$ cat src/design/ifm_buffer_pkg.sv
package ifm_buffer_pkg;

	// ########################################################################
	// buffer geometry
	// ########################################################################

	localparam int DATA_WIDTH = 16;
	localparam int IFM_SIZE = 8;
	localparam int MEM_DEPTH = IFM_SIZE * IFM_SIZE;
	localparam int ADDR_WIDTH = $clog2(MEM_DEPTH);
	localparam int NUM_LANES = 3;
	localparam int NUM_BANKS = 4;
	localparam int SEL_WIDTH = $clog2(NUM_BANKS);

	// ########################################################################
	// types
	// ########################################################################

	typedef logic [DATA_WIDTH-1:0] data_t;
	typedef logic [ADDR_WIDTH-1:0] addr_t;
	typedef logic [SEL_WIDTH-1:0] bank_sel_t;

	// lane 0 sits in the low bits
	typedef logic [NUM_LANES*DATA_WIDTH-1:0] lanes_t;

endpackage

$ cat src/design/output_select.sv
module output_select (
	input  ifm_buffer_pkg::bank_sel_t ifm_sel,
	input  ifm_buffer_pkg::lanes_t [ifm_buffer_pkg::NUM_BANKS-1:0] bank_dout_a,
	input  ifm_buffer_pkg::lanes_t [ifm_buffer_pkg::NUM_BANKS-1:0] bank_dout_b,
	output ifm_buffer_pkg::lanes_t data_out_prev,
	output ifm_buffer_pkg::lanes_t data_out_a_next,
	output ifm_buffer_pkg::lanes_t data_out_b_next
);

	ifm_buffer_pkg::bank_sel_t prev_sel;

	assign prev_sel = (ifm_sel == '0) ?
		ifm_buffer_pkg::bank_sel_t'(ifm_buffer_pkg::NUM_BANKS - 1) : ifm_sel - 1'b1;

	// read-back always comes out of port B of the writing bank
	assign data_out_prev = bank_dout_b[ifm_sel];

	// both next-layer ports look at the bank behind
	assign data_out_a_next = bank_dout_a[prev_sel];
	assign data_out_b_next = bank_dout_b[prev_sel];

endmodule

$ cat config.mk
export PLATFORM = sky130hd
export DESIGN_NAME = output_select
export DESIGN_NICKNAME = d
export VERILOG_FILES = /design/src/design/ifm_buffer_pkg.sv /design/src/design/output_select.sv
export SDC_FILE = /design/constraint.sdc
export NUM_CORES = 1
export LEC_CHECK = 0
export BUFFER_PORTS_ARGS = -buffer_cell sky130_fd_sc_hd__buf_2
export CORE_AREA = 2 2 208 210
export DETAILED_ROUTE_END_ITERATION = 8
export DIE_AREA = 0 0 210 212
export GPL_ROUTABILITY_DRIVEN = 0
export PLACE_DENSITY_LB_ADDON = 0.3
export SETUP_SLACK_MARGIN = 0.3
export SLEW_MARGIN = 15
export SYNTH_ARGS = -nofsm -noshare
export SYNTH_HDL_FRONTEND = slang
export SYNTH_SLANG_ARGS = --single-unit
$ cat constraint.sdc
create_clock -name vclk -period 6.2
set_clock_uncertainty 0.2 [all_clocks]
set_input_delay 0.31 -clock vclk [all_inputs]
set_output_delay 0.31 -clock vclk [all_outputs]
set_load 0.01 [all_outputs]
[After elaboration in Yosys (flattened, before gate mapping)]
Cells that the tools add are included.
Storage, ports and cells
  register bits: 0
  input port bits: 386
  logic and storage cells: 11
Cells by class
  $add $sub $neg: 1
  magnitude comparators: 2
  multiplexer cells: 7
  reductions and logical operators: 1
Operators by type and width (number)
  binary-select mux 48 bit (select 2 bit): 3
  2-to-1 mux 48 bit: 3
  < comparator 2 x 3 -> 1 bit, second input constant: 2
  zero test 2 bit: 1
  2-to-1 mux 2 bit: 1
  subtractor 2 x 1 -> 2 bit, second input constant: 1

[Longest topological paths before layout]
  depth after elaboration: 4
  depth in mapped cells: 10

[Least setup slack after synthesis]
No wires, ideal clock.
  path type: input-to-output
  start point: input port ifm_sel[0]
  end point: output port data_out_b_next[10]
  data arrival time: 2.358 ns
  data required time: 5.690 ns
  path slack: 3.332 ns
  stages: 9
  buffers on the path: 6
  cell sequence: buf_6 buf_2 buf_1 inv_1 ha_1 buf_2 buf_2 clkbuf_1 mux4_2
Between the ends
  word-level cells in the longest chain between the ends: 4
  elaborated cells on any way between the ends: 5
Ends and longest elaborated chain
  from (decl): RTL line output_select.sv:2  | input ifm_buffer_pkg::bank_sel_t ifm_sel,
  subtractor 2 x 1 -> 2 bit or zero test 2 bit (tied branches): RTL line output_select.sv:13, output_select.sv:12
  2-to-1 mux 2 bit *: RTL line output_select.sv:12  | assign prev_sel = (ifm_sel == '0) ?
  binary-select mux 48 bit (select 2 bit) *: RTL line output_select.sv:20  | assign data_out_b_next = bank_dout_b[prev_sel];
  2-to-1 mux 48 bit (not written as such) *: RTL line output_select.sv:20
  to (decl): RTL line output_select.sv:7  | output ifm_buffer_pkg::lanes_t data_out_b_next
Mark *: on every way between the ends. The rest lies on a longest branch, timed or not. The select of a mux whose other input is x is not followed.

[Worst setup path in the final report]
  start point: input port ifm_sel[0]
  end point: output port data_out_a_next[21]
Between the ends
  word-level cells in the longest chain between the ends: 4
  elaborated cells on any way between the ends: 5
Ends and longest elaborated chain
  subtractor 2 x 1 -> 2 bit or zero test 2 bit (tied branches): RTL line output_select.sv:13, output_select.sv:12
  2-to-1 mux 2 bit *: RTL line output_select.sv:12
  binary-select mux 48 bit (select 2 bit) *: RTL line output_select.sv:19  | assign data_out_a_next = bank_dout_a[prev_sel];
  2-to-1 mux 48 bit (not written as such) *: RTL line output_select.sv:19
  to (decl): RTL line output_select.sv:6  | output ifm_buffer_pkg::lanes_t data_out_a_next,
Marks and branches as above.

==> metrics.yaml <==
worst_setup_path:
  cp.arrival_ps: 3100
  cp_cell_sequence: "buf_2, buf_4, nor2b_4, buf_12, mux4_2, buf_2"
  critPathBufInv: 4
  cpPeakStageDelay_ps: 890
  setup.worst_path.end_class: "primary output"
  crit_end: "data_out_a_next[21]"
  worstPathRequired_ps: 5690
  cp_top_family: "buffers and inverters"
  cp_num_cells: 6
  crit_path_top_delay_cell: "nor2b_4"
  path_class: "input pin to primary output"
  crit_path_frequent_cell: "buf_2"
  crit_path_start_kind: "input pin"
  startpoint: "ifm_sel[0]"
  crit_path_max_fanout: 49
synthesis:
  avgSynthCellArea_sq_um: 19.5
  synthTopCellsByArea: "mux4_2 (92%), buf_12 (2.8%), buf_2 (1.3%)"
  synth_top_area_share_pct: 91.8
  synth_cell_types: 10
  yosysSeqAreaShare_pct: 0
  synthesis.area_sq_um: 3530
  ys_warn_count: 0
  syn_nets: 568
  netlist_instances: 181
  yosys.area.top_type: "mux4_2"
clock_tree:
  postCtsSetupRepairBufs: 0
  cts_resized: 0
  cts_hold_buf: 0
cells_and_area:
  nFlopsAndLatches: 0
  fillers: 4803
  drive_gt1_share_pct: 99.7
  clock_buffers: 0
  synthToLayoutAreaGrowth_pct: 90.7
  nNetsFinal: 1073
  final_cells: 1239
  multiInputGateArea_sq_um: 3280
  seqCellArea_sq_um: 0
sta:
  finalHoldViolCount: 0
  slew_violations: 0
  setup_viol: 0
  period_minus_slack_ps: 3610
  finalWorstSetupSlack_ps: 2590
  rsz0062_at_grt: "false"
  worst_pin_slew_ps: 913
  fin_setup_tns_ps: 0
  max_freq_mhz: 277
  max_slew_margin_pct: 39.0
  fin_crit_sh_pct: 58.2
grt:
  antenna_found_initial: 15
  grt_pass1_vias: 5135
  grt_max_degree: 51
  grt_pass1_wl_microns: 35200
  grt_usage_pct: 10.9
  grt_overflow: 0
floorplanning:
  core_area_sq_um: 42500
  dieWidth_microns: 210
  die_h_microns: 212
  boundaryPins: 530
  fp-row-count: 76
  initial_core_util_pct: 8.31
  die_area_sq_um: 44500
route:
  wirelength_microns: 26700
  via_per_inst: 3.85
  vias: 4769
  wl_per_cell_microns: 21.6
  detail-route-antenna-nets: 0
  first_iter_violations: 208
  first_pass_iters: 4
  drc: 0
placement:
  dp.cells: 1230
  port_buffers: 530
  place_ws_ps: 2480
  dp_hpwl_microns: 24100
power:
  leakage_nw: 3.05
  ir_drop_mv: 0.0366
  power.density_nw_per_um2: 96.2
worst_hold_path:
  hold_path_depth: 3
  hp-class: "input pin to primary output"
status:
  outcome: "completed"
flow_run:
  max-cap-violations: 0
==> per-stage QoR <==
step	utilization [%]	cell area [sq um]	hold WS, ps	power (W)
final	15.8	6730	830	0.000647
after CTS	15.8	6710	829	0.000654
after floorplan	-	3530	660	0.000335
after detailed placement	15.8	6710	827	0.000653
after global placement	15.8	6710	820	0.000649
after global routing	15.8	6730	838	0.000686
==> power breakdown <==
group	switching, W	total [W]	internal (W)
clock network	0	0.000000000197	0.000000000197
logic	0.000303	0.000647	0.000344
registers	0	0	0
total	0.000303	0.000647	0.000344
==> cells by family (layout without fill, tap and decap cells) <==
kind of cell               Yosys count  count (layout)  synth area share, %
other                                0               9                    0
and+or+nand+nor                      1               1                0.390
buffers and inverters               35             538                 7.41
adders and majority gates            1               1                0.354
muxes                              144             144                 91.8
==> cell usage after synthesis <==
cell type and n:
inv_1 2, buf_1 2, mux4_2 144, buf_2 9, buf_12 5, nor2b_4 1, clkbuf_1 9, buf_6 2
ha_1 1, buf_4 6
==> routing by layer <==
layer  share of wire [%]  track usage (%)
met1                  33             11.5
met2                  54             20.3
met3                 7.3             1.91
met4                 5.4             6.38
met5                0.16                0
==> placed cells by master, fill, tap and decap left out <==
cell type    n
buf_2      529
inv_1        2
mux4_2     144
nor2b_4      1
buf_4        4
diode_2      9
buf_12       3
ha_4         1
==> final cells by class <==
cell class	count	share of cell area (%)
Antenna cell	9	0.335
Inverter	2	0.112
Multi-Input combinational cell	146	48.7
Tap cell	546	10.1
Timing Repair Buffer	536	40.7
==> worst min-delay path, cell delays in order <==
cell and delay [ps]:
buf_2 70, mux4_2 210, buf_2 130
==> worst min-delay path by stage <==
stage	start	endpoint	slack [ps]
2_1_floorplan	bank_dout_a[144]	data_out_a_next[0]	660
3_3_place_gp	bank_dout_a[191]	data_out_a_next[47]	820
3_5_place_dp	bank_dout_a[191]	data_out_a_next[47]	830
4_1_cts	bank_dout_a[191]	data_out_a_next[47]	830
5_1_grt	bank_dout_a[18]	data_out_a_next[18]	840
6_report	bank_dout_a[18]	data_out_a_next[18]	830
Note: power is estimated with default switching activity, not from simulation.
