File: config.mk
export PLATFORM = sky130hd
export DESIGN_NAME = bank_port_router
export DESIGN_NICKNAME = d
export VERILOG_FILES = /design/src/design/ifm_buffer_pkg.sv /design/src/design/bank_port_router.sv
export SDC_FILE = /design/constraint.sdc
export NUM_CORES = 1
export LEC_CHECK = 0
export BUFFER_PORTS_ARGS = -buffer_cell sky130_fd_sc_hd__buf_2
export CORE_UTILIZATION = 33
export DETAILED_ROUTE_END_ITERATION = 12
export GPL_TIMING_DRIVEN = 0
export PLACE_DENSITY = 0.83
export SLEW_MARGIN = 20
export SYNTH_ARGS = -nofsm -noshare
export SYNTH_HDL_FRONTEND = slang
export SYNTH_SLANG_ARGS = --single-unit
File: constraint.sdc
create_clock -name vclk -period 1
set_clock_uncertainty 0.15 [all_clocks]
set_input_delay 0.15 -clock vclk [all_inputs]
set_output_delay 0.15 -clock vclk [all_outputs]
set_load 0.01 [all_outputs]
File: src/design/ifm_buffer_pkg.sv
package ifm_buffer_pkg;

	// ########################################################################
	// buffer geometry
	// ########################################################################

	localparam int DATA_WIDTH = 16;
	localparam int IFM_SIZE = 8;
	localparam int MEM_DEPTH = IFM_SIZE * IFM_SIZE;
	localparam int ADDR_WIDTH = $clog2(MEM_DEPTH);
	localparam int NUM_LANES = 3;
	localparam int NUM_BANKS = 4;
	localparam int SEL_WIDTH = $clog2(NUM_BANKS);

	// ########################################################################
	// types
	// ########################################################################

	typedef logic [DATA_WIDTH-1:0] data_t;
	typedef logic [ADDR_WIDTH-1:0] addr_t;
	typedef logic [SEL_WIDTH-1:0] bank_sel_t;

	// lane 0 sits in the low bits
	typedef logic [NUM_LANES*DATA_WIDTH-1:0] lanes_t;

endpackage

File: src/design/bank_port_router.sv
module bank_port_router (
	input  logic                      clk,
	input  ifm_buffer_pkg::bank_sel_t ifm_sel,
	input  logic                      wr_en_prev,
	input  logic                      rd_en_prev,
	input  ifm_buffer_pkg::addr_t     wr_addr_prev,
	input  ifm_buffer_pkg::addr_t     rd_addr_prev,
	input  logic                      rd_en_a_next,
	input  logic                      rd_en_b_next,
	input  ifm_buffer_pkg::addr_t     rd_addr_a_next,
	input  ifm_buffer_pkg::addr_t     rd_addr_b_next,
	output logic [ifm_buffer_pkg::NUM_BANKS-1:0] bank_wr_en,
	output logic [ifm_buffer_pkg::NUM_BANKS-1:0] bank_rd_en_prev,
	output logic [ifm_buffer_pkg::NUM_BANKS-1:0] bank_rd_en_a,
	output logic [ifm_buffer_pkg::NUM_BANKS-1:0] bank_rd_en_b,
	output ifm_buffer_pkg::addr_t [ifm_buffer_pkg::NUM_BANKS-1:0] bank_wr_addr,
	output ifm_buffer_pkg::addr_t [ifm_buffer_pkg::NUM_BANKS-1:0] bank_rd_addr_prev,
	output ifm_buffer_pkg::addr_t [ifm_buffer_pkg::NUM_BANKS-1:0] bank_rd_addr_a,
	output ifm_buffer_pkg::addr_t [ifm_buffer_pkg::NUM_BANKS-1:0] bank_rd_addr_b
);

	ifm_buffer_pkg::bank_sel_t prev_sel;

	// the next layer works on the bank just behind, bank 0 wraps to the last
	assign prev_sel = (ifm_sel == '0) ?
		ifm_buffer_pkg::bank_sel_t'(ifm_buffer_pkg::NUM_BANKS - 1) : ifm_sel - 1'b1;

	always_comb
	begin
		bank_wr_en = '0;
		bank_rd_en_prev = '0;
		bank_rd_en_a = '0;
		bank_rd_en_b = '0;
		bank_wr_addr = '0;
		bank_rd_addr_prev = '0;
		bank_rd_addr_a = '0;
		bank_rd_addr_b = '0;

		bank_wr_en[ifm_sel] = wr_en_prev;
		bank_rd_en_prev[ifm_sel] = rd_en_prev;
		bank_wr_addr[ifm_sel] = wr_addr_prev;
		bank_rd_addr_prev[ifm_sel] = rd_addr_prev;

		bank_rd_en_a[prev_sel] = rd_en_a_next;
		bank_rd_en_b[prev_sel] = rd_en_b_next;
		bank_rd_addr_a[prev_sel] = rd_addr_a_next;
		bank_rd_addr_b[prev_sel] = rd_addr_b_next;
	end

	// the previous layer and the next layer must never meet in one bank
	a_layers_apart: assert property (
		@(posedge clk) !(|((bank_wr_en | bank_rd_en_prev) & (bank_rd_en_a | bank_rd_en_b)))
	)
	else $error("previous-layer and next-layer accesses were routed to the same bank");

endmodule

## After elaboration in Yosys (flattened, before gate mapping)

Index checks and enable logic that the tools add are counted.

- $add $sub $neg: 1
- Magnitude comparators: 4
- Mux-type cells: 9
- Bitwise logic cells: 8
- Reductions and logical operators: 3

Operator list:

| cell | count |
|---|---|
| 24-bit bitwise AND | 4 |
| 6-bit demux with 2-bit select | 2 |
| 4-bit bitwise AND | 4 |
| 6-bit 2-to-1 mux | 2 |
| 2-bit by 3-bit less-than comparator with 1-bit output, second input constant | 2 |
| 1-bit demux with 2-bit select | 2 |
| 2-bit by 1-bit >= comparator with 1-bit output, second input constant | 2 |
| 1-bit logical AND | 2 |
| 2-bit logical NOT | 1 |
| 1-bit 2-to-1 mux | 2 |
| 2-bit 2-to-1 mux | 1 |
| 2-bit by 1-bit subtractor with 2-bit output, second input constant | 1 |

- Flip-flop bits (word level): 0
- Input port bits: 31
- Output and inout port bits: 112

## Longest topological paths before layout

- Depth after elaboration: 7
- Mapped depth: 3
- Mapped depth without buffers: 1

## Least setup slack after synthesis

Ideal clock, no wire load.

- Kind: input port to output port
- Start: in ifm_sel[1]
- End: out bank_rd_addr_a[18] in the netlist's numbering
- Arrival time: 0.739 ns
- Required time: 0.700 ns
- Slack: -0.039 ns
- Stages on the path: 3
- Buffers on the path: 2
- Path through: buf_6 > buf_2 > nor3b_1

RTL lines:

| element | RTL line | RTL |
|---|---|---|
| start, declared | bank_port_router.sv:3 | `input ifm_buffer_pkg::bank_sel_t ifm_sel,` |
| end, declared | bank_port_router.sv:18 | `output ifm_buffer_pkg::addr_t [ifm_buffer_pkg::NUM_BANKS-1:0] bank_rd_addr_a,` |

==> summary.md <==
| Metric | Value |
|---|---|
| Vias in the first global route | 1448 |
| Adder-cell area share of the yosys netlist | 0 |
| Seq cells | 0 |
| Switching portion of total power | 0.453 |
| Core footprint | 3030 um2 |
| # IOs | 143 |
| Synth Cell Area | 1050 um2 |
| Worst path required time | 700 ps |
| Post-DP HPWL | 3.43 mm |
| Fill count | 200 |
| GRT Residual Overflow | 0 |
| Register area share after synthesis | 0 |
| Worst-margin pin slew | 194 ps |
| Crit Path Class | input pin to output pin |
| Synth Warn # | 0 |
| Arrival @ worst endpoint | 760 ps |
| Fin area | 2500 um2 |
| Hold WS | 508 ps |
| Total routed wirelength | 5.66 mm |
| Crit path capture | bank_rd_addr_prev[13] |
| # clk buffers | 0 |
| Largest net degree at the start of global routing | 11 |
| Post-DP Area | 1820 um2 |
| Die area | 3410 um2 |
| Combinational Power Share | 1.000 |
| Fin crit period | 1060 ps |
| Max-slew violations | 0 |
| RePlAce Congestion | 0.787 |
| Ant. Diodes | 0 |
| Routed Antenna Nets | 0 |
| DR WL/cell | 17.0 um |
| Vias/cell | 5.22 |
| Final period util | 1.06 |
| Std-Cell Rows | 20 |
| P_sw | 455 uW |
| Leak | 0.00165 uW |
| Post-synthesis simple-gate area fraction | 0.833 |
| Vias | 1745 |
| Setup violations, final | 72 |
| RSZ-0062 raised after global routing | true |
| Distinct cell type count after synthesis | 7 |
| Pwr dens | 401 nW/um2 |
| Clock power share | 0 |
| Area growth, synth to finish | 138% |
| Normalized max-slew margin | 0.871 |
| CP Max Fanout | 6 |
| Initial antenna violation count | 0 |
| Ratio of cells with drive above 1 in the final layout | 0.741 |
| Die width | 58.4 um |
| Hold_buf cts | 0 |
| FF/Latch Area | 0 um2 |
| Syn Area/Cell | 7.73 um2 |
| Total GRT Usage | 0.278 |
| Crit. End Element | output pin |
| Synthesized net count | 167 |
| First drt pass iteration count | 4 |
| Max frequency | 947 MHz |
| Mux contribution to synthesized area | 0 |
| Initial Utilization | 0.347 |
| Setup WS post-layout | -56.2 ps |
| Die Height | 58.4 um |
| Remaining DRCs | 0 |
| Startpoint types | input pin |
| Tot Pwr | 1000 uW |
| Multi-input gate area in the final layout | 1080 um2 |
| Internal power component | 549 uW |
| Peak supply drop | 226 uV |
| Final core utilization | 0.827 |
| Status | finished, violations left |
| Main combinational cell family by area after synthesis | simple AND/OR/NAND/NOR gates |
| Post-Synth XOR/XNOR Area | 0 |
| Cell count after synthesis | 136 |
| First-pass GRT wire length | 7.51 mm |
| Initial DRC count | 92 |
| Failing checks | negative setup slack |
| Final Hold Vio Count | 0 |
| Critical path origin | ifm_sel[0] |
| Total of max-cap violations | 0 |
| Port Buffers | 140 |
| Final nets | 323 |
| Compound-Gate Fraction of Synth Area | 0 |
| Hold Crit Class | input pin to output pin |
| Sequential Power Share | 0 |
-- worst min path at each step --
stage | start | cells after the start | to
2_1_floorplan | rd_addr_a_next[0] | 1 | bank_rd_addr_a[18]
3_3_place_gp | wr_addr_prev[5] | 3 | bank_wr_addr[11]
3_5_place_dp | rd_addr_b_next[3] | 3 | bank_rd_addr_b[3]
4_1_cts | rd_addr_prev[2] | 3 | bank_rd_addr_prev[8]
5_1_grt | rd_addr_prev[2] | 3 | bank_rd_addr_prev[20]
6_report | wr_addr_prev[0] | 3 | bank_wr_addr[6]
-- per-layer routing --
metal / track usage / routed length [um]
met5: 0 / 0
met4: 0.0204 / 49
met3: 0.0308 / 408
met2: 0.529 / 3010
met1: 0.349 / 2190
-- through the flow --
| stage | setup TNS [ps] | setup slack [ps] | instances |
|---|---|---|---|
| floorplan | -965 | -39.2 | 136 |
| global placement | -5150 | -82.1 | 320 |
| detailed placement | -6060 | -140 | 320 |
| CTS | -1390 | -54.5 | 329 |
| global route | -3350 | -74.9 | 334 |
| finish | -1950 | -56.2 | 334 |
-- cell usage in the layout, fill, tap and decap left out, types with 2 or more instances in the layout --
cell type,n
and3b_1,56
buf_2,138
buf_4,4
nor3b_2,25
nor3b_4,3
and3_4,9
buf_6,11
buf_12,2
and3_1,19
clkbuf_16,5
buf_16,8
buf_8,9
-- worst max-delay path, stage by stage --
cell	delay, ps
buf_16	120
clkbuf_16	150
and3b_1	200
buf_2	130
-- synthesized netlist by cell type (all sizes together) --
| cell | count | share of area |
|---|---|---|
| and3b | 56 | 0.47 |
| buf | 22 | 0.16 |
| and3 | 28 | 0.17 |
| clkbuf | 2 | 0.0071 |
| nor3b | 28 | 0.20 |
-- power groups by stage --
stage / Clock, uW / Sequential [uW] / Combinational, uW
floorplan: 0 / 0 / 391
global placement: 0 / 0 / 688
detailed placement: 0 / 0 / 699
CTS: 0 / 0 / 888
global route: 0 / 0 / 1060
finish: 0 / 0 / 1000
-- cells by family (layout without fill, tap and decap cells) --
kind of cell | after synthesis | in the layout
simple gates | 112 | 112
buf+inv | 24 | 178
-- cell type report --
class,count,area share
Buffer,24,0.114
Timing Repair Buffer,154,0.433
Tap cell,44,0.0220
Multi-Input combinational cell,112,0.431
-- timing repair --
| action | 4_1_cts | 5_1_grt |
|---|---|---|
| cloned | 7 | 5 |
| endpoints found under the setup margin | 105 | 90 |
| gates resized for setup | 62 | 23 |
| pin swaps | 22 | 8 |
| buffers inserted | 2 | 0 |
No activity file was read; power rests on OpenSTA's default activity.
